## config.mk

```make
export PLATFORM = sky130hd
export DESIGN_NAME = espm_frame_buffer
export DESIGN_NICKNAME = d
export VERILOG_FILES = /design/src/verilog/drac_pkg.sv /design/src/verilog/espm_frame_buffer.sv
export SDC_FILE = /design/constraint.sdc
export NUM_CORES = 2
export LEC_CHECK = 0
export BUFFER_PORTS_ARGS = -buffer_cell sky130_fd_sc_hd__buf_2
export CAP_MARGIN = 40
export CELL_PAD_IN_SITES_DETAIL_PLACEMENT = 0
export CELL_PAD_IN_SITES_GLOBAL_PLACEMENT = 1
export CORE_ASPECT_RATIO = 0.7
export CORE_MARGIN = 5
export CORE_UTILIZATION = 55
export DETAILED_ROUTE_END_ITERATION = 10
export PLACE_DENSITY_LB_ADDON = 0.1
export REMOVE_ABC_BUFFERS = 1
export SETUP_SLACK_MARGIN = 0.05
export SYNTH_ARGS = -nofsm -noshare
export SYNTH_HDL_FRONTEND = slang
export SYNTH_SLANG_ARGS = --single-unit
export TNS_END_PERCENT = 1
```

## constraint.sdc

```tcl
create_clock -name sysclk -period 4.7 [get_ports sysclk]
set_input_delay 0.94 -clock sysclk [delete_from_list [all_inputs] [get_ports sysclk]]
set_output_delay 0.94 -clock sysclk [all_outputs]
set_load 0.02 [all_outputs]
```

## src/verilog/drac_pkg.sv

```systemverilog
// ------------------------------------------------
// Shared types and constants for the DRAC register core
// Region and offset codes, ESPM word map, bus structs
// Import with a wildcard in the module header
// ------------------------------------------------

package drac_pkg;

    // Address bits 15:12
    typedef enum logic [3:0] {
        REGION_MAIN  = 4'h0,
        REGION_BOARD = 4'hB,
        REGION_ESPM  = 4'hC
    } region_e;

    // Address bits 3:0 inside the main region
    typedef enum logic [3:0] {
        OFF_ENC_LOAD = 4'd4,
        OFF_ENC_DATA = 4'd5
    } main_off_e;

    typedef enum logic {
        COPY_IDLE,
        COPY_RUN
    } copy_state_e;

    // ---------------- ESPM word map ----------------
    localparam int ESPM_WORDS        = 64;
    localparam int ESPM_POS_BASE     = 8;  // Channel c sits at word 8 + c
    localparam int ESPM_SWITCH_WORD  = 32;
    localparam int ESPM_ESII_WORD    = 33; // Bit 1 comm good, bit 0 ECM
    localparam int ESPM_PRELOAD_WORD = 40;

    localparam int NUM_ENC = 7;
    localparam int ENC_W   = 24;

    // Board region offsets, address bits 11:0
    localparam logic [11:0] BOARD_CRC_ERR  = 12'h000;
    localparam logic [11:0] BOARD_CRC_GOOD = 12'h001;
    localparam logic [11:0] BOARD_MV       = 12'h002;
    localparam logic [11:0] BOARD_ESII     = 12'h010;
    localparam logic [11:0] BOARD_DIGIN    = 12'h021;
    localparam logic [11:0] BOARD_ESPMV_EN = 12'h102;

    localparam logic [31:0] UNMAPPED_DATA = 32'h0000CCCC;

    // One deserialized word, crc_good only meaningful with eof
    typedef struct packed {
        logic        valid;
        logic [5:0]  sel;
        logic [31:0] data;
        logic        eof;
        logic        crc_good;
    } espm_rx_t;

    // Fields pulled out of the committed frame
    typedef struct packed {
        logic [NUM_ENC-1:0][ENC_W-1:0] pos;  // pos[0] is channel 1
        logic [31:0]                   switch_word;
        logic                          esii_good;
        logic                          preload_good;
    } espm_fields_t;

    typedef struct packed {
        logic mv_good;
        logic comm_good;
        logic esii_good;
        logic preload_good;
        logic espmv_en;
    } board_status_t;

endpackage

```

## src/verilog/espm_frame_buffer.sv

```systemverilog
// ------------------------------------------------
// ESPM receive buffer
// Words land in a staging RAM, a good CRC copies the frame
// into the committed RAM and refreshes the extracted fields
// ------------------------------------------------

`timescale 1ns/1ps

module espm_frame_buffer
    import drac_pkg::*;
(
    input  logic         sysclk,
    input  logic         rst_n_i,
    input  espm_rx_t     espm_rx_i,
    input  logic [5:0]   raddr_i,
    output logic [31:0]  rdata_o,
    output espm_fields_t fields_o,
    output logic         good_pulse_o,
    output logic [31:0]  crc_good_count_o,
    output logic [31:0]  crc_err_count_o
);

    logic [31:0] stage_ram  [ESPM_WORDS];
    logic [31:0] commit_ram [ESPM_WORDS];

    copy_state_e  copy_state;
    logic [6:0]   copy_cnt;
    logic         copy_start;
    logic         cp_we;       // Second stage of the copy pipe
    logic [5:0]   cp_addr;
    logic [31:0]  cp_data;
    espm_fields_t fields_q;
    logic         good_eof, bad_eof;

    assign good_eof   = espm_rx_i.eof && espm_rx_i.crc_good;
    assign bad_eof    = espm_rx_i.eof && !espm_rx_i.crc_good;
    assign copy_start = good_eof && copy_state == COPY_IDLE;

    always_ff @(posedge sysclk) begin
        if (espm_rx_i.valid) begin
            stage_ram[espm_rx_i.sel] <= espm_rx_i.data;
        end
    end

    // ---------------- Copy FSM ----------------
    // Read stage, then write commit one cycle later
    always_ff @(posedge sysclk) begin
        if (!rst_n_i) begin
            copy_state <= COPY_IDLE;
            copy_cnt   <= '0;
            cp_we      <= 1'b0;
        end else begin
            case (copy_state)
                COPY_IDLE: begin
                    cp_we    <= 1'b0;
                    copy_cnt <= '0;
                    if (copy_start) begin
                        copy_state <= COPY_RUN;
                    end
                end
                COPY_RUN: begin
                    cp_we    <= !copy_cnt[6];
                    copy_cnt <= copy_cnt + 7'd1;
                    if (copy_cnt == 7'(ESPM_WORDS + 1)) begin
                        copy_state <= COPY_IDLE;
                    end
                end
                default: copy_state <= COPY_IDLE;
            endcase
        end
    end

    always_ff @(posedge sysclk) begin
        cp_data <= stage_ram[copy_cnt[5:0]];
        cp_addr <= copy_cnt[5:0];
        if (cp_we) begin
            commit_ram[cp_addr] <= cp_data;
        end
    end

    assign rdata_o = commit_ram[raddr_i];

    // ---------------- Field extraction ----------------
    always_ff @(posedge sysclk) begin
        if (!rst_n_i) begin
            fields_q <= '0;
        end else if (cp_we) begin
            if (cp_addr > 6'(ESPM_POS_BASE) && cp_addr <= 6'(ESPM_POS_BASE + NUM_ENC)) begin
                fields_q.pos[cp_addr - 6'(ESPM_POS_BASE + 1)] <= cp_data[ENC_W-1:0];
            end
            if (cp_addr == 6'(ESPM_SWITCH_WORD)) begin
                fields_q.switch_word <= cp_data;
            end
            if (cp_addr == 6'(ESPM_ESII_WORD)) begin
                fields_q.esii_good <= cp_data[1];
            end
            if (cp_addr == 6'(ESPM_PRELOAD_WORD)) begin
                fields_q.preload_good <= cp_data[0];
            end
        end
    end

    assign fields_o = fields_q;

    // Counters see every eof, even one arriving mid-copy
    always_ff @(posedge sysclk) begin
        if (!rst_n_i) begin
            crc_good_count_o <= '0;
            crc_err_count_o  <= '0;
            good_pulse_o     <= 1'b0;
        end else begin
            good_pulse_o <= good_eof;
            if (good_eof) crc_good_count_o <= crc_good_count_o + 32'd1;
            if (bad_eof)  crc_err_count_o  <= crc_err_count_o + 32'd1;
        end
    end

    // A started copy runs its full length without restarting
    a_copy_len: assert property (@(posedge sysclk) disable iff (!rst_n_i)
        copy_start |=> (copy_state == COPY_RUN) [*ESPM_WORDS+2] ##1 (copy_state == COPY_IDLE))
        else $error("ESPM copy restarted or ran the wrong length");

endmodule

```

Word-level counts from Yosys, hierarchy flattened
Memory sizes are Yosys's and may differ from the RTL's. A register that Yosys moved wholly into a read port is not among the register bits.
Cells that the tools add are included.
Widths: inputs -> output; s select.
{"block": "classes", "n_bitwise": 1, "n_reduce_logical": 11, "n_addsub": 4, "eq_ne": 4, "muxes": 12, "magnitude_cmp": 4}
{"cell": "$bwmux 168", "n": 1}
{"cell": "$demux 24 s3", "n": 1}
{"cell": "$add 32x1->32 const B", "n": 2}
{"cell": "$mux 24", "n": 1}
{"cell": "$eq 6x6->1 const B", "n": 3}
{"cell": "$pmux 7 s2", "n": 1}
{"cell": "$reduce_and 2->1", "n": 4}
{"cell": "$add 7x1->7 const B", "n": 1}
{"cell": "$eq 7x7->1 const B", "n": 1}
{"cell": "$ge 6x1->1 const B", "n": 1}
{"cell": "$gt 6x4->1 const B", "n": 1}
{"cell": "$le 6x4->1 const B", "n": 1}
{"cell": "$lt 6x4->1 const B", "n": 1}
{"cell": "$mux 1", "n": 6}
{"cell": "$sub 6x4->6 const B", "n": 1}
{"cell": "$logic_and 1x1->1", "n": 5}
{"cell": "$pmux 1 s2", "n": 2}
{"cell": "$logic_not 1->1", "n": 2}
{"cell": "$not 1->1", "n": 1}
{"block": "totals", "memories": 2, "inputBits": 49, "elab_cells": 55, "register_bits": 282, "ram_bits": 4096}
{"memory": "commit_ram", "depth": 64, "width": 32, "read_ports": 1, "rd_clocked_by_memory_dff": 0, "wr": 1, "line": "espm_frame_buffer.sv:24", "source": "logic [31:0] commit_ram [ESPM_WORDS];"}
{"memory": "stage_ram", "depth": 64, "width": 32, "read_ports": 1, "rd_clocked_by_memory_dff": 1, "wr": 1, "line": "espm_frame_buffer.sv:23", "source": "logic [31:0] stage_ram [ESPM_WORDS];"}

Longest topological paths before layout
{"block": "depth", "depth_word": 6, "depth_mapped": 11, "depth_no_buf": 7}

Worst setup path after synthesis
Ideal clock, no wire load.
{"block": "synth_timing", "path_type": "input to register", "from": "in espm_rx_i[39] (netlist bit)", "to": "mem stage_ram[16][0] (enable)", "arrival_ps": 3619, "slack_ps": 620, "stages": 4, "n_path_buf": 1, "setup_time_ps": 461, "required_ps": 4239, "path_cell_list": "clkbuf_1 nor2_1 nand4b_1 nor3_1"}
{"item": "start, declared", "line": "espm_frame_buffer.sv:14", "source": "input espm_rx_t espm_rx_i,"}
{"item": "end, declared", "line": "espm_frame_buffer.sv:23"}
No word-level cell before the write port.

Worst setup path in the final report
{"block": "layout_timing", "from": "in raddr_i[2]", "to": "out rdata_o[9]"}
{"block": "layout_via", "elab_chain_cells": 1}
{"item": "start, declared", "line": "espm_frame_buffer.sv:15", "source": "input logic [5:0] raddr_i,"}
{"item": "$mem_v2 64x32"}
{"item": "end, declared", "line": "espm_frame_buffer.sv:16", "source": "output logic [31:0] rdata_o,"}
Every way passes these cells.

==> metrics.cfg <==
[critical_path]
required_ns=3.76
cp_common_cell=buf_4
reg2reg_slack_ns=0.96
arrival_ns=3.77
path_class=in -> out
start_kind=primary input
cp_max_fo=27
end_kind=output pin
crit_slowest_cell=a31oi_1
max_stage_delay_ns=0.65
path_cells=buf_8 -> buf_4 -> and2_1 -> nand2_1 -> a31oi_1 -> a21oi_1 -> nor3_2 -> buf_4 -> buf_2

[pwr]
leakagePower_nw=61.4
switching_share_pct=20.6
p_int_mw=62.6
p_per_area_nw_per_um2=410
sequentialPowerShare_pct=54.5
power_switching_mw=16.2
p_comb_share_pct=4.0
peakVddDrop_mv=0.298
clkPwrFrac_pct=41.5

[detailed_routing]
wl_mm=450
drtPass1Iterations=6
post_drt_via_cell_ratio=6.52
drc=0
dr.first_iter.drc_count=11900
wl_per_cell_um=34.3
ant_nets=0
num_vias=85600

[placement]
gp_congestion=0.843
pre_cts_ws_ns=-0.194
io_buffers=347
hpwl_mm=271

[sta]
setup_viol=1
skew_ns=0.0448
relSlewSlack_pct=34.7
max_freq_ghz=0.212
setup_ws_ns=-0.0133
tightest_slew_ns=0.980
drv_slew=0
fin_crit_ns=4.71
grt_setup_unrepaired=yes
hold_slack_ns=0.284
finalCritPeriodShare_pct=100
hold_viol=0

[cts]
clkTransAtPathRegs_ns=0.06
cts_tree=built
clock_sinks=4410
htreeDepth=5
postCtsHoldBufs=0
clock-root-buffer=clkbuf_16
insertion_delay_ns=0.92
clockBufferDepth=4
cts_buffers=408

[grt]
grt_pass1_vias=84200
grt_use_met1_pct=44.8
grtUsageTotal_pct=28.2
grtUsageMet2_pct=39.8
use_met3_pct=7.05
grt_pass1_wl_mm=636
grt-ovfl-total=0
antenna_found_initial=31
grt_max_degree=140
grt_busiest_layer=met1

[synth]
synth.most_common_cell=edfxtp_1
synth_area_um2=168000
async_flop_share_pct=0
yosys_most_used_dff=edfxtp_1
yosys_warnings=0
synth-edff-count=4096
ys_types=65
synth.top_cells.by_area=edfxtp_1 (73%), mux4_2 (14%), dfxtp_1 (3.7%)
yosys.area.top_type=edfxtp_1
ys_top_cells_by_count=edfxtp_1 (4,096), mux4_2 (1,047), mux2i_1 (428), nand2_1 (390), nor2_1 (338)
synth.avg_cell_area_um2=21.1
synthesis.instances=7966
synth_top_area_share_pct=73.3
ys_ff_latch=4410
ys_seq_area_share_pct=77.1

[floorplanning]
num_rows=169
start_util_pct=55.3
die_w_um=670
dieArea_um2=316000
coreArea_um2=303000
dieHeight_um=472
io_pins=348

[run_status]
violations=negative setup slack
outcome=finished with violations

[job]
maxCapViolCount=0

[hold_path]
min_path_type=in -> reg

[finish]
drive_gt1_share_pct=29.9
syn_to_final_growth_pct=14.6
final_nets=8821

## power by group through the flow
stage | combinational (mW) | sequential [mW] | clock (mW)
5_1_grt | 3.31 | 43.0 | 34.9
3_3_place_gp | 2.94 | 43.9 | 0
2_1_floorplan | 1.64 | 44.0 | 0
3_5_place_dp | 3.11 | 43.8 | 0
4_1_cts | 3.12 | 43.0 | 33.1
6_report | 3.14 | 43.0 | 32.7
## cell type report
class	instances	area, µm²
Fill cell	20600	111000
Clock inverter	237	2160
Clock buffer	508	10900
Tap cell	4018	5030
Sequential cell	4410	129000
Inverter	15	66.3
Multi-Input combinational cell	3073	37400
Antenna cell	6	15.0
Timing Repair Buffer	857	7290
## registers in the layout (all words and copies together), names as in the netlist
name and flops:
fields_o 202, copy_cnt 7, cp_data 32, stage_ram 2048, commit_ram 2048, cp_we 1
crc_err_count_o 32, crc_good_count_o 32, copy_state 1, good_pulse_o 1, cp_addr 6
## per-stage QoR
step / area (µm²) / setup TNS, ns / instances / util, % / power (mW)
2_1_floorplan: 166000 / -775.30 / 7498 / - / 45.6
3_3_place_gp: 178000 / -0.745 / 12300 / 58.6 / 46.8
3_5_place_dp: 179000 / -0.270 / 12400 / 59.0 / 46.9
4_1_cts: 192000 / 0 / 13100 / 63.3 / 79.2
5_1_grt: 192000 / 0 / 13100 / 63.4 / 81.2
6_report: 192000 / -0.0133 / 13100 / 63.4 / 78.8
## path summary, 6_finish.rpt
path	end	cells past startpoint	startpoint
setup reg to reg	fields_o[69]	8	cp_addr[0]
hold / removal	stage_ram[58][9]	1	espm_rx_i[11]
setup / recovery	rdata_o[9]	9	raddr_i[2]
hold reg to reg	fields_o[198]	2	fields_o[198]
## per-layer routing
| layer | wire [µm] | part of all wire, % |
|---|---|---|
| met5 | 68 | 0.015 |
| met4 | 11000 | 2.4 |
| met1 | 193000 | 43 |
| met3 | 51300 | 11 |
| met2 | 194000 | 43 |
## critical path: cells and delay by family
| kind | cells | cell delay (ns) |
|---|---|---|
| AO/OA/AOI/OAI | 2 | 0.83 |
| buffers and inverters | 4 | 0.93 |
| AND/OR/NAND/NOR | 3 | 0.95 |
## placed cells by master, fill, tap and decap left out, types with 127 or more instances in the layout
cell	netlist	routed
buf_2	131	343
dfxtp_1	314	278
mux2i_1	428	426
mux4_2	1047	1047
nand2_1	390	390
edfxtp_1	4096	4096
clkbuf_16	0	418
a21oi_1	191	190
nor2_4	0	127
buf_4	34	374
nor2_1	338	208
## cell families (layout without fill, tap and decap cells)
kind of cell | count (synthesis) | after routing | synth area share, %
fa+ha+maj | 7 | 7 | 0.0522
other cells | 0 | 6 | 0
flops | 4410 | 4410 | 77.1
mux | 1505 | 1505 | 16.8
xor+xnor | 49 | 49 | 0.256
compound gates | 506 | 506 | 1.89
buf+inv | 483 | 1617 | 1.27
simple gates | 1006 | 1006 | 2.64
## timing repair
| action | in CTS | in global routing |
|---|---|---|
| gates resized for setup | 6 | 6 |
| buffers inserted | 0 | 0 |
| gates cloned | 0 | 0 |
| endpoints found under the setup margin | 5 | 5 |
Note: power is estimated with default switching activity, not from simulation.
