==> src/verilog/drac_pkg.sv <==
// ------------------------------------------------
// Shared types and constants for the DRAC register core
// Region and offset codes, ESPM word map, bus structs
// Import with a wildcard in the module header
// ------------------------------------------------

package drac_pkg;

    // Address bits 15:12
    typedef enum logic [3:0] {
        REGION_MAIN  = 4'h0,
        REGION_BOARD = 4'hB,
        REGION_ESPM  = 4'hC
    } region_e;

    // Address bits 3:0 inside the main region
    typedef enum logic [3:0] {
        OFF_ENC_LOAD = 4'd4,
        OFF_ENC_DATA = 4'd5
    } main_off_e;

    typedef enum logic {
        COPY_IDLE,
        COPY_RUN
    } copy_state_e;

    // ---------------- ESPM word map ----------------
    localparam int ESPM_WORDS        = 64;
    localparam int ESPM_POS_BASE     = 8;  // Channel c sits at word 8 + c
    localparam int ESPM_SWITCH_WORD  = 32;
    localparam int ESPM_ESII_WORD    = 33; // Bit 1 comm good, bit 0 ECM
    localparam int ESPM_PRELOAD_WORD = 40;

    localparam int NUM_ENC = 7;
    localparam int ENC_W   = 24;

    // Board region offsets, address bits 11:0
    localparam logic [11:0] BOARD_CRC_ERR  = 12'h000;
    localparam logic [11:0] BOARD_CRC_GOOD = 12'h001;
    localparam logic [11:0] BOARD_MV       = 12'h002;
    localparam logic [11:0] BOARD_ESII     = 12'h010;
    localparam logic [11:0] BOARD_DIGIN    = 12'h021;
    localparam logic [11:0] BOARD_ESPMV_EN = 12'h102;

    localparam logic [31:0] UNMAPPED_DATA = 32'h0000CCCC;

    // One deserialized word, crc_good only meaningful with eof
    typedef struct packed {
        logic        valid;
        logic [5:0]  sel;
        logic [31:0] data;
        logic        eof;
        logic        crc_good;
    } espm_rx_t;

    // Fields pulled out of the committed frame
    typedef struct packed {
        logic [NUM_ENC-1:0][ENC_W-1:0] pos;  // pos[0] is channel 1
        logic [31:0]                   switch_word;
        logic                          esii_good;
        logic                          preload_good;
    } espm_fields_t;

    typedef struct packed {
        logic mv_good;
        logic comm_good;
        logic esii_good;
        logic preload_good;
        logic espmv_en;
    } board_status_t;

endpackage

==> src/verilog/apb_reg_slave.sv <==
// ------------------------------------------------
// APB slave for the DRAC register space
// Fixed one wait state, read data registered in the first
// access cycle, writes land at the edge ending the transfer
// ------------------------------------------------

`timescale 1ns/1ps

module apb_reg_slave
    import drac_pkg::*;
(
    input  logic              sysclk,
    input  logic              rst_n_i,
    input  logic              psel_i,
    input  logic              penable_i,
    input  logic              pwrite_i,
    input  logic [15:0]       paddr_i,
    input  logic [31:0]       pwdata_i,
    output logic [31:0]       prdata_o,
    output logic              pready_o,
    output logic              pslverr_o,
    output logic              preload_we_o,
    output logic [2:0]        preload_chan_o,
    output logic [ENC_W-1:0]  preload_data_o,
    input  logic [31:0]       enc_rdata_i,
    output logic [5:0]        espm_raddr_o,
    input  logic [31:0]       espm_rdata_i,
    input  logic [31:0]       crc_good_count_i,
    input  logic [31:0]       crc_err_count_i,
    input  logic [15:0]       mv_i,
    input  espm_fields_t      fields_i,
    input  logic [3:0]        status_i,   // mv, comm, esii, preload
    output logic              espmv_en_o
);

    region_e     region;
    main_off_e   off;
    logic [3:0]  chan;
    logic [11:0] board_off;
    logic        access, first_cyc, last_cyc;
    logic        main_ok, dec_err, wr_en;
    logic [31:0] rd_mux;
    logic        pready_q, pslverr_q, espmv_en_q;
    logic [31:0] prdata_q;

    assign region    = region_e'(paddr_i[15:12]);
    assign off       = main_off_e'(paddr_i[3:0]);
    assign chan      = paddr_i[7:4];
    assign board_off = paddr_i[11:0];

    assign access    = psel_i && penable_i;
    assign first_cyc = access && !pready_q;
    assign last_cyc  = access && pready_q;

    assign main_ok = (chan != 4'd0) && (chan <= 4'd7) &&
                     (off == OFF_ENC_LOAD || off == OFF_ENC_DATA);

    always_comb begin
        case (region)
            REGION_MAIN:  dec_err = !main_ok;
            REGION_BOARD,
            REGION_ESPM:  dec_err = 1'b0;
            default:      dec_err = 1'b1;
        endcase
    end

    // ---------------- Read mux ----------------
    // ESII status comes straight from the committed RAM
    assign espm_raddr_o = (region == REGION_BOARD && board_off == BOARD_ESII) ?
                          6'(ESPM_ESII_WORD) : paddr_i[5:0];

    always_comb begin
        rd_mux = '0;
        case (region)
            REGION_MAIN: rd_mux = enc_rdata_i;  // Load and data offsets read back alike
            REGION_ESPM: rd_mux = espm_rdata_i;
            REGION_BOARD: begin
                case (board_off)
                    BOARD_CRC_ERR:  rd_mux = crc_err_count_i;
                    BOARD_CRC_GOOD: rd_mux = crc_good_count_i;
                    BOARD_MV:       rd_mux = {16'h0000, mv_i};
                    BOARD_ESII:     rd_mux = espm_rdata_i;
                    BOARD_DIGIN:    rd_mux = fields_i.switch_word;
                    BOARD_ESPMV_EN: rd_mux = {27'd0, status_i, espmv_en_q};
                    default:        rd_mux = UNMAPPED_DATA;
                endcase
            end
            default: rd_mux = '0;
        endcase
    end

    // ---------------- Transfer sequencing ----------------
    always_ff @(posedge sysclk) begin
        if (!rst_n_i) begin
            pready_q  <= 1'b0;
            pslverr_q <= 1'b0;
        end else begin
            pready_q  <= first_cyc;             // Exactly one wait state
            pslverr_q <= first_cyc && dec_err;
        end
    end

    always_ff @(posedge sysclk) begin
        if (first_cyc) begin
            prdata_q <= rd_mux;
        end
    end

    assign wr_en = last_cyc && pwrite_i && !pslverr_q;

    always_ff @(posedge sysclk) begin
        if (!rst_n_i) begin
            espmv_en_q <= 1'b0;
        end else if (wr_en && region == REGION_BOARD && board_off == BOARD_ESPMV_EN) begin
            espmv_en_q <= pwdata_i[0];
        end
    end

    assign preload_we_o   = wr_en && region == REGION_MAIN && off == OFF_ENC_LOAD;
    assign preload_chan_o = paddr_i[6:4];
    assign preload_data_o = pwdata_i[ENC_W-1:0];

    assign prdata_o   = prdata_q;
    assign pready_o   = pready_q;
    assign pslverr_o  = pslverr_q;
    assign espmv_en_o = espmv_en_q;

    // Master must hold the access phase until ready
    a_ready_in_access: assert property (@(posedge sysclk) disable iff (!rst_n_i)
        pready_o |-> (psel_i && penable_i))
        else $error("pready_o high outside an access phase");

endmodule

==> config.mk <==
export PLATFORM = sky130hd
export DESIGN_NAME = apb_reg_slave
export DESIGN_NICKNAME = d
export VERILOG_FILES = /design/src/verilog/drac_pkg.sv /design/src/verilog/apb_reg_slave.sv
export SDC_FILE = /design/constraint.sdc
export NUM_CORES = 1
export LEC_CHECK = 0
export BUFFER_PORTS_ARGS = -buffer_cell sky130_fd_sc_hd__buf_2
export CORE_AREA = 4 4 183 185
export CTS_BUF_LIST = sky130_fd_sc_hd__clkbuf_4 sky130_fd_sc_hd__clkbuf_8
export CTS_CLUSTER_DIAMETER = 40
export DETAILED_ROUTE_END_ITERATION = 6
export DIE_AREA = 0 0 187 189
export PLACE_DENSITY = 0.41
export SLEW_MARGIN = 30
export SYNTH_ARGS = -nofsm -noshare
export SYNTH_HDL_FRONTEND = slang
export SYNTH_SLANG_ARGS = --single-unit
==> constraint.sdc <==
create_clock -name sysclk -period 2.4 [get_ports sysclk]
set_input_delay 0.48 -clock sysclk [delete_from_list [all_inputs] [get_ports sysclk]]
set_output_delay 0.48 -clock sysclk [all_outputs]
set_load 0.02 [all_outputs]
Word-level counts from Yosys, hierarchy flattened
Index checks and enable logic that the tools add are counted.

Shifts and indexed selects: 0. Reduce and logical (&&, ||, !) cells: 21. Bitwise logic cells: 0. Add/sub/neg operators: 0. $mul: 0. Equality and inequality tests: 9. Order comparisons: 1. Div/mod/pow operators: 0. Multiplexer cells: 4.

Operators with widths (count): $pmux W32 S6 (1); $pmux W32 S3 (1); $logic_and A1 B1 Y1 (13); $eq A12 B1 Y1 const B (1); $eq A12 B2 Y1 const B (1); $eq A12 B5 Y1 const B (1); $eq A12 B6 Y1 const B (1); $eq A12 B9 Y1 const B (1); $logic_not A12 Y1 (1); $eq A4 B3 Y1 const B (2); $eq A4 B4 Y1 const B (2); $mux W6 (1); $le A4 B3 Y1 const B (1); $logic_not A4 Y1 (1); $reduce_bool A4 Y1 (1); $logic_not A1 Y1 (3); $pmux W1 S2 (1); $reduce_or A2 Y1 (1); $logic_or A1 B1 Y1 (1).

Bits in latches: 0. Input port bits: 403. Bits in writable memories: 0. Register bits after elaboration: 35. Output and inout bits: 69. Memories kept: 0. ROM bits: 0.

Longest topological paths before layout
Depth in word-level cells: 6. Gate-level depth with buffers: 8. Mapped depth without buffers: 5.

Worst setup path before layout
OpenSTA, ideal clock, no wires.

Kind: input-to-output. From: input paddr_i[13]. To: output preload_we_o. Stages: 5. Data arrival time: 2.168 ns. Path slack: -0.248 ns. Required time: 1.920 ns. Path buffers: 1. Cells stage by stage: or2_2 > clkbuf_1 > nor3_1 > nand3_1 > nor4_1.

Cells in the longest elaborated chain, start to end: 3.

Ends and longest elaborated chain: start: declaration (RTL line apb_reg_slave.sv:17) `input logic [15:0] paddr_i,`; $logic_not A4 Y1 (RTL line apb_reg_slave.sv:119) `assign preload_we_o = wr_en && region == REGION_MAIN && off == OFF_ENC_LOAD;`; $logic_and A1 B1 Y1 (2 in series) (RTL line apb_reg_slave.sv:119); end: declaration (RTL line apb_reg_slave.sv:22) `output logic preload_we_o,`.

Every way passes these cells.

Worst setup path after layout
From: input paddr_i[2]. To: output espm_raddr_o[0].

Cells in the longest elaborated chain, start to end: 3.

Ends and longest elaborated chain: $eq A12 B5 Y1 (RTL line apb_reg_slave.sv:69) `assign espm_raddr_o = (region == REGION_BOARD && board_off == BOARD_ESII) ?`; $logic_and A1 B1 Y1 (RTL line apb_reg_slave.sv:69); $mux W6 (RTL line apb_reg_slave.sv:69); end: declaration (RTL line apb_reg_slave.sv:26) `output logic [5:0] espm_raddr_o,`.

Every way passes these cells.

==> impl_metrics.csv <==
group,metric,value,unit
synth,syn_nets,736,
drt,drcViolationCount,0,
placed_design,post_dp_cell_area,5030,um2
critical_path,cp_data_arrival_time,1.86,ns
die,io_pins,472,
sta,setup_ws,0.0568,ns
power_and_ir_drop,total_power,1.70,mW
synth,yosysSeqAreaShare,32.9,%
clock_network,cts_max_level,2,
drt,routedWlPerCell,19.9,um
drt,routed-wl-met3,1420,um
critical_path,critPathLaunchType,"input pin",
critical_path,cp_cell_sequence,"buf_6 > or4_4 > nor4_4 > and2_4 > or2_4 > buf_6",
worst_hold_path,whs_path_depth,2,
global_route,antenna_found_initial,1,
drt,m1WireLength,8510,um
die,start_util,9.68,%
drt,antenna_left,0,
power_and_ir_drop,irDropWorstVdd,0.000148,V
critical_path,rr_endpoint,"prdata_o[13]",
critical_path,required,1.92,ns
synth,synth_ff_type,"edfxtp_1",
drt,wirelength,19800,um
sta,slew_headroom,45.8,%
layout,drive_gt1_share,56.9,%
synth,yosysWarnings,0,
layout,area_growth,66.3,%
global_route,grt_start_max_net_pins,25,
clock_network,cts_hold_buffers,0,
global_route,grt_pass1_vias,4067,
drt,num_vias,3884,
die,fp.dieW,187,um
die,row_count,66,
drt,viasPerCell,3.90,
placed_design,dp.cells,988,
clock_network,tritoncts,"done",
power_and_ir_drop,power_density,330,nW/um2
sta,finalCriticalPeriod,2.34,ns
layout,fin_cells,997,
sta,clock_skew,0.00655,ns
worst_hold_path,whs_endpoint,"espmv_en_o",
sta,finalMaxSlewViolations,0,
critical_path,critPathTopFamily,"simple AND/OR/NAND/NOR gates",
critical_path,reg2reg_slack,1.04,ns
critical_path,cp_num_cells,6,
synth,syn_inst,333,
synth,synth-seq-cells,35,
synth,syn_area_per_cell,9.31,um2
drt,drtPass1Iterations,4,
critical_path,r2r_start,"pready_o",
clock_network,numCtsBuffers,5,
global_route,grt_pass1_wl,27400,um
layout,postLayoutCellArea,5160,um2
worst_hold_path,min_from,"rst_n_i",
placed_design,port_buffers,247,
sta,rsz0062_at_grt,"true",
job,drv_cap,0,
critical_path,crit_type,"input pin to output pin",
sta,tightestPinTransition,0.810,ns
clock_network,cts_buffer_depth,2,
critical_path,path_common_cell,"buf_6",
critical_path,max_stage_delay,0.56,ns
drt,top_layer,"met5",
die,die_y,189,um
global_route,grtUsageTotal,10.6,%
sta,finalSetupViolations,0,
placed_design,gp_congestion,0.772,
synth,synthDistinctLibCells,53,
die,dieArea,35300,um2
layout,final_cell_mix,"242 x buf_2, 47 x buf_4, 42 x a22oi_1",
critical_path,cp_slowest_cell,"or4_4",
sta,period_share,97.6,%
power_and_ir_drop,power_leakage,2.12,nW
global_route,overflow,0,
layout,final_common_cell,"buf_2",
synth,synth_edf_count,32,
clock_network,clock_latency,0.32,ns
run_status,status,"completed",
critical_path,crit_buf_inv,2,
clock_network,cts-root-buf,"clkbuf_8",
layout,nets,991,
drt,drt_iter0_drc,161,
critical_path,cp-end-kind,"output pin",
critical_path,critPathMaxFanout,3,
clock_network,clk_pin_slew,0.09,ns
die,core,32000,um2
layout,diodes,0,
clock_network,clock-sinks,35,
sta,fmax,427,MHz
placed_design,dp_slack,-0.225,ns
worst_hold_path,hp-class,"input pin to flop",
synth,netlist_area,3100,um2
placed_design,hpwl,16700,um
drt,met2_length,9510,um
sta,hold_viol,0,
critical_path,r2r_cells,2,
synth,async_reset_ff_share,0,%
routing by layer:
layer	vias up	track usage [%]
li1	1820	-
met1	1811	13.0
met2	216	18.4
met3	35	3.10
met4	2	2.79
met5	-	0
cell usage after synthesis (2+ instances only):
master	number	share of area [%]
o22a_1	9	2.5
nor4_1	3	0.61
a221o_1	6	1.9
nand2b_1	2	0.40
buf_4	29	7.0
a22oi_1	42	10
buf_6	2	0.73
mux2i_1	27	8.7
nor3_1	5	0.81
o211ai_1	5	1.2
a2111oi_0	3	0.85
o21ai_0	15	2.4
a22o_2	3	0.97
a222oi_1	3	0.97
clkbuf_1	14	1.7
a21oi_2	5	1.4
nand2_1	16	1.9
dfxtp_1	3	1.9
nor2_2	2	0.40
o21ai_1	9	1.5
or2_2	4	0.81
o22ai_1	4	0.81
nor4_4	3	2.1
edfxtp_1	32	31
nor2_1	25	3.0
nand4_1	2	0.40
or4_1	2	0.48
buf_2	6	0.97
a221oi_1	12	3.4
and4b_1	2	0.65
and2_1	2	0.40
nand3_1	9	1.5
a21oi_1	4	0.65
a31oi_1	2	0.40
nor2b_1	3	0.61
cells by family after synthesis:
kind of cell	share of synthesized area (%)
AOI/OAI and AO/OA	30.7
buffers and inverters	10.7
DFF	32.9
muxes	8.72
and+or+nand+nor	17.0
worst max-delay path by stage:
stage | startpoint | endpoint | slack [ns]
final | paddr_i[2] | espm_raddr_o[0] | 0.06
after global routing | paddr_i[2] | espm_raddr_o[0] | -0.03
after CTS | paddr_i[10] | espm_raddr_o[0] | 0.0003
after detailed placement | paddr_i[1] | prdata_o[1] | -0.22
after global placement | paddr_i[1] | prdata_o[29] | -0.18
after floorplan | paddr_i[13] | preload_we_o | -0.03
sequential cells by signal (all words and copies together) (netlist names):
name        cells
prdata_o       32
espmv_en_o      1
pready_o        1
pslverr_o       1
per-stage QoR:
stage | setup TNS [ns] | util, % | hold WS, ns
3_5_place_dp | -2.71 | 15.7 | 0.486
5_1_grt | -0.0562 | 16.1 | 0.395
4_1_cts | 0 | 16.0 | 0.386
2_1_floorplan | -0.0313 | - | 0.548
3_3_place_gp | -2.47 | 15.7 | 0.478
6_report | 0 | 16.1 | 0.415
area by class of cell:
class	count	area (um2)
fillers	3679	26900
repair buffers	300	1750
inverters	1	3.75
clock inverters	3	20.0
well taps	408	510
clock buffers	5	68.8
multi-input cells	245	1780
flip-flops and latches	35	1020
power by group:
group	switching, mW	internal, mW	total, mW
sequential	0.00869	0.696	0.705
combinational	0.263	0.236	0.499
clock	0.295	0.203	0.498
what timing repair did:
item / CTS / global route
setup buffers: 1 / 0
setup endpoints to repair: 3 / 3
pin swaps: 2 / 4
gates resized for setup: 5 / 4
No activity file was read; power rests on OpenSTA's default activity.
