### config.mk
export PLATFORM = sky130hd
export DESIGN_NAME = encoder_preload
export DESIGN_NICKNAME = d
export VERILOG_FILES = /design/src/verilog/drac_pkg.sv /design/src/verilog/encoder_preload.sv
export SDC_FILE = /design/constraint.sdc
export NUM_CORES = 1
export LEC_CHECK = 0
export ABC_AREA = 1
export ABC_CLOCK_PERIOD_IN_PS = 8880
export BUFFER_PORTS_ARGS = -buffer_cell sky130_fd_sc_hd__buf_4
export CAP_MARGIN = 20
export CORE_UTILIZATION = 60
export CTS_CLUSTER_SIZE = 14
export DETAILED_ROUTE_END_ITERATION = 16
export GPL_TIMING_DRIVEN = 0
export PLACE_DENSITY = 0.8
export SLEW_MARGIN = 0
export SYNTH_ARGS = -nofsm -noshare
export SYNTH_HDL_FRONTEND = slang
export SYNTH_SLANG_ARGS = --single-unit
### constraint.sdc
create_clock -name sysclk -period 8.88 [get_ports sysclk]
set_input_delay 1.776 -clock sysclk [delete_from_list [all_inputs] [get_ports sysclk]]
set_output_delay 1.776 -clock sysclk [all_outputs]
set_load 0.02 [all_outputs]
### src/verilog/drac_pkg.sv
// ------------------------------------------------
// Shared types and constants for the DRAC register core
// Region and offset codes, ESPM word map, bus structs
// Import with a wildcard in the module header
// ------------------------------------------------

package drac_pkg;

    // Address bits 15:12
    typedef enum logic [3:0] {
        REGION_MAIN  = 4'h0,
        REGION_BOARD = 4'hB,
        REGION_ESPM  = 4'hC
    } region_e;

    // Address bits 3:0 inside the main region
    typedef enum logic [3:0] {
        OFF_ENC_LOAD = 4'd4,
        OFF_ENC_DATA = 4'd5
    } main_off_e;

    typedef enum logic {
        COPY_IDLE,
        COPY_RUN
    } copy_state_e;

    // ---------------- ESPM word map ----------------
    localparam int ESPM_WORDS        = 64;
    localparam int ESPM_POS_BASE     = 8;  // Channel c sits at word 8 + c
    localparam int ESPM_SWITCH_WORD  = 32;
    localparam int ESPM_ESII_WORD    = 33; // Bit 1 comm good, bit 0 ECM
    localparam int ESPM_PRELOAD_WORD = 40;

    localparam int NUM_ENC = 7;
    localparam int ENC_W   = 24;

    // Board region offsets, address bits 11:0
    localparam logic [11:0] BOARD_CRC_ERR  = 12'h000;
    localparam logic [11:0] BOARD_CRC_GOOD = 12'h001;
    localparam logic [11:0] BOARD_MV       = 12'h002;
    localparam logic [11:0] BOARD_ESII     = 12'h010;
    localparam logic [11:0] BOARD_DIGIN    = 12'h021;
    localparam logic [11:0] BOARD_ESPMV_EN = 12'h102;

    localparam logic [31:0] UNMAPPED_DATA = 32'h0000CCCC;

    // One deserialized word, crc_good only meaningful with eof
    typedef struct packed {
        logic        valid;
        logic [5:0]  sel;
        logic [31:0] data;
        logic        eof;
        logic        crc_good;
    } espm_rx_t;

    // Fields pulled out of the committed frame
    typedef struct packed {
        logic [NUM_ENC-1:0][ENC_W-1:0] pos;  // pos[0] is channel 1
        logic [31:0]                   switch_word;
        logic                          esii_good;
        logic                          preload_good;
    } espm_fields_t;

    typedef struct packed {
        logic mv_good;
        logic comm_good;
        logic esii_good;
        logic preload_good;
        logic espmv_en;
    } board_status_t;

endpackage

### src/verilog/encoder_preload.sv
// ------------------------------------------------
// Encoder preload offsets and readback
// Readback is position plus offset, bit 24 flags overflow
// ------------------------------------------------

`timescale 1ns/1ps

module encoder_preload
    import drac_pkg::*;
(
    input  logic                          sysclk,
    input  logic                          rst_n_i,
    input  logic                          preload_we_i,
    input  logic [2:0]                    preload_chan_i,  // 1 to 7
    input  logic [ENC_W-1:0]              preload_data_i,
    input  logic [NUM_ENC-1:0][ENC_W-1:0] pos_i,
    input  logic [2:0]                    rd_chan_i,
    output logic [31:0]                   rdata_o
);

    logic [ENC_W-1:0]   offset [NUM_ENC];
    logic [ENC_W-1:0]   enc_sum [NUM_ENC];
    logic [NUM_ENC-1:0] overflow;
    logic [2:0]         wr_idx, rd_idx;

    assign wr_idx = preload_chan_i - 3'd1;
    assign rd_idx = rd_chan_i - 3'd1;

    always_comb begin
        for (int i = 0; i < NUM_ENC; i++) begin
            enc_sum[i] = pos_i[i] + offset[i];  // Wraps mod 2^24
        end
    end

    always_ff @(posedge sysclk) begin
        if (!rst_n_i) begin
            overflow <= '0;
            for (int i = 0; i < NUM_ENC; i++) begin
                offset[i] <= '0;
            end
        end else begin
            for (int i = 0; i < NUM_ENC; i++) begin
                if (preload_we_i && wr_idx == 3'(i)) begin
                    offset[i]   <= preload_data_i - pos_i[i];
                    overflow[i] <= 1'b0;
                end else if (enc_sum[i][ENC_W-1:12] == '0 ||
                             enc_sum[i][ENC_W-1:12] == '1) begin
                    overflow[i] <= 1'b1;  // Sticky until next preload
                end
            end
        end
    end

    // Channel 0 wraps to index 7 and reads as zero
    always_comb begin
        if (rd_idx < 3'(NUM_ENC)) begin
            rdata_o = {7'd0, overflow[rd_idx], enc_sum[rd_idx]};
        end else begin
            rdata_o = '0;
        end
    end

endmodule

* After elaboration in Yosys (flattened, before gate mapping)
Memories as Yosys holds them, arrays and structs flattened.
Index checks and enable logic that the tools add are counted.
** Storage, ports and cells
- Memories :: 1
- RAM bits :: 168
- Word-level logic and storage cells :: 113
- Register bits after elaboration :: 7
** Operators by class
- $add $sub $neg :: 16
- Order comparisons :: 3
- Reduce and logical (&&, ||, !) cells :: 29
- Equal/unequal tests :: 13
- Muxes and demuxes :: 35
- Bitwise operators :: 9
** Memories
- offset :: words 7, bits a word 24, read ports 7, clocked after Yosys merged registers in 0, wr ports 7, RTL line encoder_preload.sv:21 : logic [ENC_W-1:0] offset [NUM_ENC];
** Operators by type and width (number)
- $mux 24 :: 9
- $add 24x24->24 :: 7
- $sub 24x24->24 :: 7
- $eq 12x12->1 const B :: 7
- $logic_not 12->1 :: 7
- $bmux 24 s3 :: 1
- $mux 25 :: 1
- $mux 1 :: 23
- $reduce_or 2->1 :: 7
- $eq 3x3->1 const B :: 3
- $logic_and 1x1->1 :: 7
- $logic_or 1x1->1 :: 7
- $or 1x1->1 :: 7
- $eq 3x2->1 const B :: 2
- $sub 3x1->3 const B :: 2
- $ge 4x4->1 const B :: 1
- $lt 3x4->1 const B :: 1
- $not 3->4 :: 1
- $bmux 1 s3 :: 1
- $eq 3x1->1 const B :: 1
- $logic_not 3->1 :: 1
- $lt 3x3->1 const B :: 1
- $not 1->1 :: 1

* Logic depth before layout (Yosys ltp)
Gate-level depths: netlist of run 1.
- Word-level depth :: 7
- Mapped depth :: 19
- Gate-level depth less buffers :: 19

* Worst setup path after synthesis of run 1
Ideal clock, no wire load.
- Kind :: input to output
- From :: input rd_chan_i[0]
- To :: output rdata_o[9]
- Setup slack :: 3.289 ns
- Data required time :: 7.104 ns
- Cell stages on the path :: 10
- Buffers on the path :: 2
- Arrival :: 3.815 ns
- Path through :: inv_1 -> clkbuf_1 -> clkbuf_1 -> ha_1 -> xnor2_1 -> nor2_1 -> a21boi_0 -> o21a_1 -> a21oi_1 -> o22ai_1
** Between the ends
- Cells in the longest elaborated chain, start to end :: 6
- Elaborated cells on any way between the ends :: 7
- Those cells by class :: add/sub (1); order compare (1); mux (4); bitwise (1)
** Ends and longest elaborated chain
- start: declaration :: RTL line encoder_preload.sv:17 : input logic [2:0] rd_chan_i,
- $sub 3x1->3 * :: RTL line encoder_preload.sv:27 : assign rd_idx = rd_chan_i - 3'd1;
- $not 3->4 (implied by the code) :: RTL line encoder_preload.sv:57 : rdata_o = {7'd0, overflow[rd_idx], enc_sum[rd_idx]};
- $bmux 24 s3 :: RTL line encoder_preload.sv:57
- $mux 24 (implied by the code) (2 in a row) :: RTL line encoder_preload.sv:57
- $mux 25 * :: RTL line encoder_preload.sv:56 : if (rd_idx < 3'(NUM_ENC)) begin
- end: declaration :: RTL line encoder_preload.sv:18 : output logic [31:0] rdata_o
Every way passes the cells marked *; elsewhere a longest branch is shown, timed or not. The select of a mux whose other input is x is not followed.

* Final worst setup path of run 1
- From :: input rd_chan_i[0]
- To :: output rdata_o[1]
Same word-level chain as after synthesis.

==> results of run 1 <==
==> state kept, by name (all words and copies together) (netlist names) <==
name and cells:
offset 168, overflow 7
==> path summary, 6_finish.rpt <==
kind | start | endpoint | slack [ns] | cells after the start
worst max-delay path | rd_chan_i[0] | rdata_o[1] | 1.52 | 11
worst min-delay path | overflow[6] | overflow[6] | 0.54 | 4
worst max register to register | offset[0][0] | overflow[0] | 6.30 | 17
worst min register to register | overflow[6] | overflow[6] | 0.54 | 4
==> power groups by stage <==
stage | sequential (mW) | clock [mW] | combinational (mW)
global route | 0.999 | 0.825 | 2.60
global placement | 1.01 | 0 | 2.25
floorplan | 1.00 | 0 | 1.55
CTS | 0.994 | 0.806 | 2.30
finish | 0.994 | 0.809 | 2.38
detailed placement | 1.01 | 0 | 2.29
==> cell families after synthesis <==
| logic type | count (synthesis) | synth area share (%) |
|---|---|---|
| xor+xnor | 66 | 1.939 |
| compound gates | 770 | 14.63 |
| simple gates | 2723 | 38.05 |
| flops | 175 | 17.40 |
| buf+inv | 1053 | 13.36 |
| fa+ha+maj | 338 | 14.54 |
| other cells | 1 | 0.01258 |
| mux | 2 | 0.06717 |
==> layout make-up <==
type                            instances  area (um^2)  share of cell area (%)
Multi-Input combinational cell       3906        20660                   62.60
Antenna cell                            6        15.01                 0.04549
Sequential cell                       175         5185                   15.71
Inverter                             1004         3769                   11.42
Clock buffer                           20        436.7                   1.323
Tap cell                              664        830.8                   2.517
Buffer                                 49        214.0                  0.6482
Timing Repair Buffer                  227         1752                   5.307
Clock inverter                         12        142.6                  0.4322
==> critical path: stages <==
cell and delay (ns):
buf_4 0.12, inv_1 0.16, clkbuf_1 0.58, clkbuf_1 0.54
ha_1 0.30, clkbuf_1 0.53, buf_1 0.41, o21ai_0 0.17
o21ai_0 0.35, o21ai_0 0.36, buf_4 0.27
==> cells in the final DEF, fill, tap and decap left out, types with 8 or more instances in the layout <==
master     netlist  routed
nor2_1         401     401
xor2_1          32      32
nor4_1           8       8
a211oi_1         8       8
nand3_1        281     281
inv_1         1002    1002
o21ai_2          8       8
a21oi_1        411     411
edfxtp_1       168     168
o22ai_1         10      10
o21bai_1        48      48
and2_1          15      15
o21ai_1         13      13
o211ai_1        25      25
fa_1            14      14
ha_1           324     324
or2_2           89      89
nor2_2          14      14
clkbuf_16        0      17
nand2_1       1734    1734
buf_4            7     231
o21ai_0        164     164
a21o_1          11      11
nand3b_1        25      25
o21a_1          18      18
clkbuf_1        33      36
xnor2_1         34      34
a31oi_1         19      19
nand2_2         12      12
nand4_1         84      84
nor3_1          41      41
a21boi_0         9       9
==> routing by layer <==
metal  vias to the layer above  GRT usage (%)  share of wire [%]
li1                      16920              -                  -
met1                     15470          52.80                 39
met2                      1619          67.93                 43
met3                       335          11.64                 11
met4                         6          26.57                6.1
met5                         -              0              0.031
==> reports/results.ini, run 1 <==
[clock_tree]
cts_resized=0
cts.hold.buffers_added=0
tritoncts=done
clockBufferDepth=2
clkLatencyLatePin_ns=0.52
clkTransAtPathRegs_ns=0.08
cts_root_buf=clkbuf_16
cts_sinks=175
h-tree-depth=4
numCtsBuffers=17
cts_setup_buffers=0

[grt]
grt_antenna_before_repair=7
grt_max_degree=25
grt_pass1_wl_um=166100
grt_remaining_overflow=0
first_global_vias=31210
track_usage_pct=43.32

[logic_synthesis]
synth.largest_area_cell=nand2_1
avgSynthCellArea_um2=5.812
yosys_warnings=0
yosysMostFrequentCell=nand2_1
synth_ff_type=edfxtp_1
seq_area_frac_synth_pct=17.40
syn_inst=5128
synthArstFlopShare_pct=0
synth_top_area_share_pct=21.84
synth_edf_count=168
yosys-top-cells-count=1734 x nand2_1, 1002 x inv_1, 411 x a21oi_1
ys_top_cells_by_area=nand2_1 22%, edfxtp_1 17%, ha_1 14%
syn_area_um2=29810
yosys_register_bits=175
post_synth_num_cell_types=52

[floorplan]
start_util_pct=60.89
ios=233
fp-row-count=81
die_w_um=224.9
dieArea_um2=50570
core_um2=48950
fp.dieH_um=224.9

[worst_setup_path]
crit_type=primary input to output pin
crit_arrival_ns=5.59
cp_max_fo=10
critPathCaptureType=output pin
setup.worst_path.start_class=primary input
cp.required_ns=7.10

[sta]
fin_worst_skew_ns=0.01209
hold_viol=0
setup_viol=0
rsz0062_at_grt=no
post-route-min-period_ns=7.364
setup_tns_ns=0
layout_setup_ws_ns=1.516
period_share_pct=82.93
fmax_ghz=0.1358
slew_headroom_pct=29.76
final_max_slew_viol_count=0
tightest_slew_ns=1.052
whs_ns=0.5440

[routing]
drc=0
ant_nets=0
wire_per_inst_um=18.23
wirelength_um=110500
routed-via-count=34350
viasPerCell=5.665
dr.pass1.iters=8
dr.first_iter.drc_count=3439

[power_and_ir_drop]
power_mw=4.184
p_int_mw=2.189
vdd.ir_drop.worst_mv=0.1817
swShare_pct=47.69
powerDensity_nw_per_um2=126.8
p_comb_share_pct=56.9
clkPwrFrac_pct=19.3
seqPwrFrac_pct=23.8
switching_power_mw=1.995
power_leakage_nw=18.43

[finish]
n_fill_cell=4710
final_cells=6063
final_area_um2=33010
syn_to_final_growth_pct=10.73
fin_nets=5919
finish.utilization_pct=67.43
layout-drive-gt1-share_pct=7.565

[place]
pre_cts_ws_ns=1.784
place.gp.congestion=1.063
post-place-cells=6023
dpl-instance-area_um2=32360
port-buffer-count=224
dpl.hpwl_um=89790

[worst_hold_path]
worstHoldPathType=register to register

[outcome]
outcome=finished clean

[job]
max_cap_viol_count=0

Power figures use the tool's default switching activity.
==> inputs of run 2 (changes only) <==
- ABC_CLOCK_PERIOD_IN_PS: 8880 -> 6700
- CORE_UTILIZATION: 60 -> 57
- PLACE_DENSITY: 0.8 -> 0.79
- clock period: 8.88 -> 6.7 ns (I/O delays scaled with it)
==> run 2 against run 1 <==
Against the previous run: global-route usage decreased by 1.8 points; clock skew increased by 0.0019 ns; clock power increased by 30%; cell area decreased by 0.14%; core utilization decreased by 3.4 points; first-iteration DRC count decreased by 8.9%; total power increased by 32%; worst hold slack improved by 0.0073 ns.
==> reports/results.ini, run 2 (synthesis results as in run 1) <==
[floorplan]
ios=233  ; unchanged
start_util_pct=57.87  ; -3.0 points
fp.dieH_um=230.7  ; +2.6%
core_um2=51510  ; +5.2%
dieArea_um2=53210  ; +5.2%
fp-row-count=83  ; +2.5%
die_w_um=230.7  ; +2.6%

[grt]
first_global_vias=30770  ; -1.4%
track_usage_pct=41.49  ; -1.8 points
grt_max_degree=25  ; unchanged
grt_remaining_overflow=0  ; unchanged
grt_pass1_wl_um=167700  ; +0.96%
grt_antenna_before_repair=2  ; -5

[place]
post-place-cells=6039  ; +0.27%
place.gp.congestion=1.056  ; -0.63%
dpl.hpwl_um=90380  ; +0.65%
port-buffer-count=224  ; unchanged

[finish]
layout-drive-gt1-share_pct=7.531  ; -0.034 points
syn_to_final_growth_pct=10.58
reg.largest.list=offset (168), overflow (7)
finish.utilization_pct=63.99  ; -3.4 points
final_cells=6073  ; +0.16%
final_common_cell=nand2_1
largest_register=offset
mostFrequentLayoutCells=1734 x nand2_1, 1002 x inv_1, 411 x a21oi_1
fin_nets=5918  ; -0.017%
largest_reg_flops=168  ; unchanged

[routing]
wirelength_um=111100  ; +0.56%
dr.first_iter.drc_count=3132  ; -8.9%
wire_per_inst_um=18.30  ; +0.39%
ant_nets=0  ; unchanged
dr.pass1.iters=6  ; -2
routed-via-count=33860  ; -1.4%
viasPerCell=5.576  ; -1.6%
drc=0  ; unchanged

[clock_tree]
cts_resized=0  ; unchanged
cts_root_buf=clkbuf_16
clkTransAtPathRegs_ns=0.08  ; about the same
cts.hold.buffers_added=0  ; unchanged
h-tree-depth=4  ; unchanged
numCtsBuffers=17  ; unchanged
clkLatencyLatePin_ns=0.52  ; about the same
cts_sinks=175  ; unchanged
cts_setup_buffers=0  ; unchanged
tritoncts=done
clockBufferDepth=2  ; unchanged

[sta]
period_share_pct=99.39
hold_viol=0  ; unchanged
setup_tns_ns=0  ; unchanged
fmax_ghz=0.1502
setup_viol=0  ; unchanged
rsz0062_at_grt=no
fin_worst_skew_ns=0.01402  ; +0.001930 ns
tightest_slew_ns=1.114  ; +0.06180 ns
post-route-min-period_ns=6.659
final_max_slew_viol_count=0  ; unchanged
slew_headroom_pct=25.64  ; -4.1 points

[power_and_ir_drop]
power_mw=5.514  ; +32%
powerDensity_nw_per_um2=167.3  ; +32%
vdd.ir_drop.worst_mv=0.2352  ; +29%
power_leakage_nw=18.41  ; -0.10%

[worst_hold_path]
worstHoldPathType=register to register

[worst_setup_path]
critPathCaptureType=output pin
cp_max_fo=10  ; unchanged
crit_arrival_ns=5.32  ; -0.27 ns
cp.required_ns=5.36  ; -1.74 ns
setup.worst_path.start_class=primary input
crit_type=primary input to output pin

[outcome]
outcome=finished clean

[job]
max_cap_viol_count=0  ; unchanged

[run 2: area by class of cell]
cell class              instances  area [um^2]
inverters                    1004         3769
well taps                     680        850.8
flip-flops and latches        175         5185
clock inverters                11        115.1
multi-input cells            3906        20660
repair buffers                226         1724
clock buffers                  20        436.7
plain buffers                  49        214.0
fillers                      5132        18550
diodes                          2        5.005
[run 2: final timing paths]
kind                                    from     endpoint  slack (ns)  cells after the start
worst min-delay path             overflow[6]  overflow[6]        0.55                      4
worst max-delay path            rd_chan_i[0]  rdata_o[20]        0.04                     12
worst min register to register   overflow[6]  overflow[6]        0.55                      4
worst max register to register  offset[0][0]  overflow[0]        4.07                     17
[run 2: per-stage QoR]
stage | hold slack [ns] | setup WS, ns | instance area (um^2)
global route | 0.6011 | 0.08739 | 32960
finish | 0.5513 | 0.04076 | 32960
floorplan | 0.4894 | 1.981 | 29830
CTS | 0.5529 | 0.3473 | 32930
detailed placement | 0.5313 | 0.3576 | 32380
global placement | 0.5158 | 0.3185 | 32360
[run 2: routing by layer]
layer  vias up  GRT usage (%)  share of wire, %  wire [um]
li1      16910              -                 -          -
met5         -              0            0.0072          8
met1     15200          52.64                41      45080
met3       255          8.869                11      11720
met4         2          20.65               5.1       5633
met2      1494          66.49                44      48710
[run 2: power breakdown]
group          internal, mW  switching, mW
registers              1.29         0.0284
clock network         0.543          0.509
logic                  1.03           2.12
total                  2.86           2.65
[run 2: worst max-delay path: stages]
cell,delay [ns]
buf_4,0.12
inv_1,0.14
clkbuf_1,0.55
clkbuf_1,0.55
ha_1,0.38
nor2_1,0.77
inv_1,0.41
o22ai_1,0.46
inv_1,0.09
nand2_1,0.07
a21oi_1,0.18
buf_4,0.24
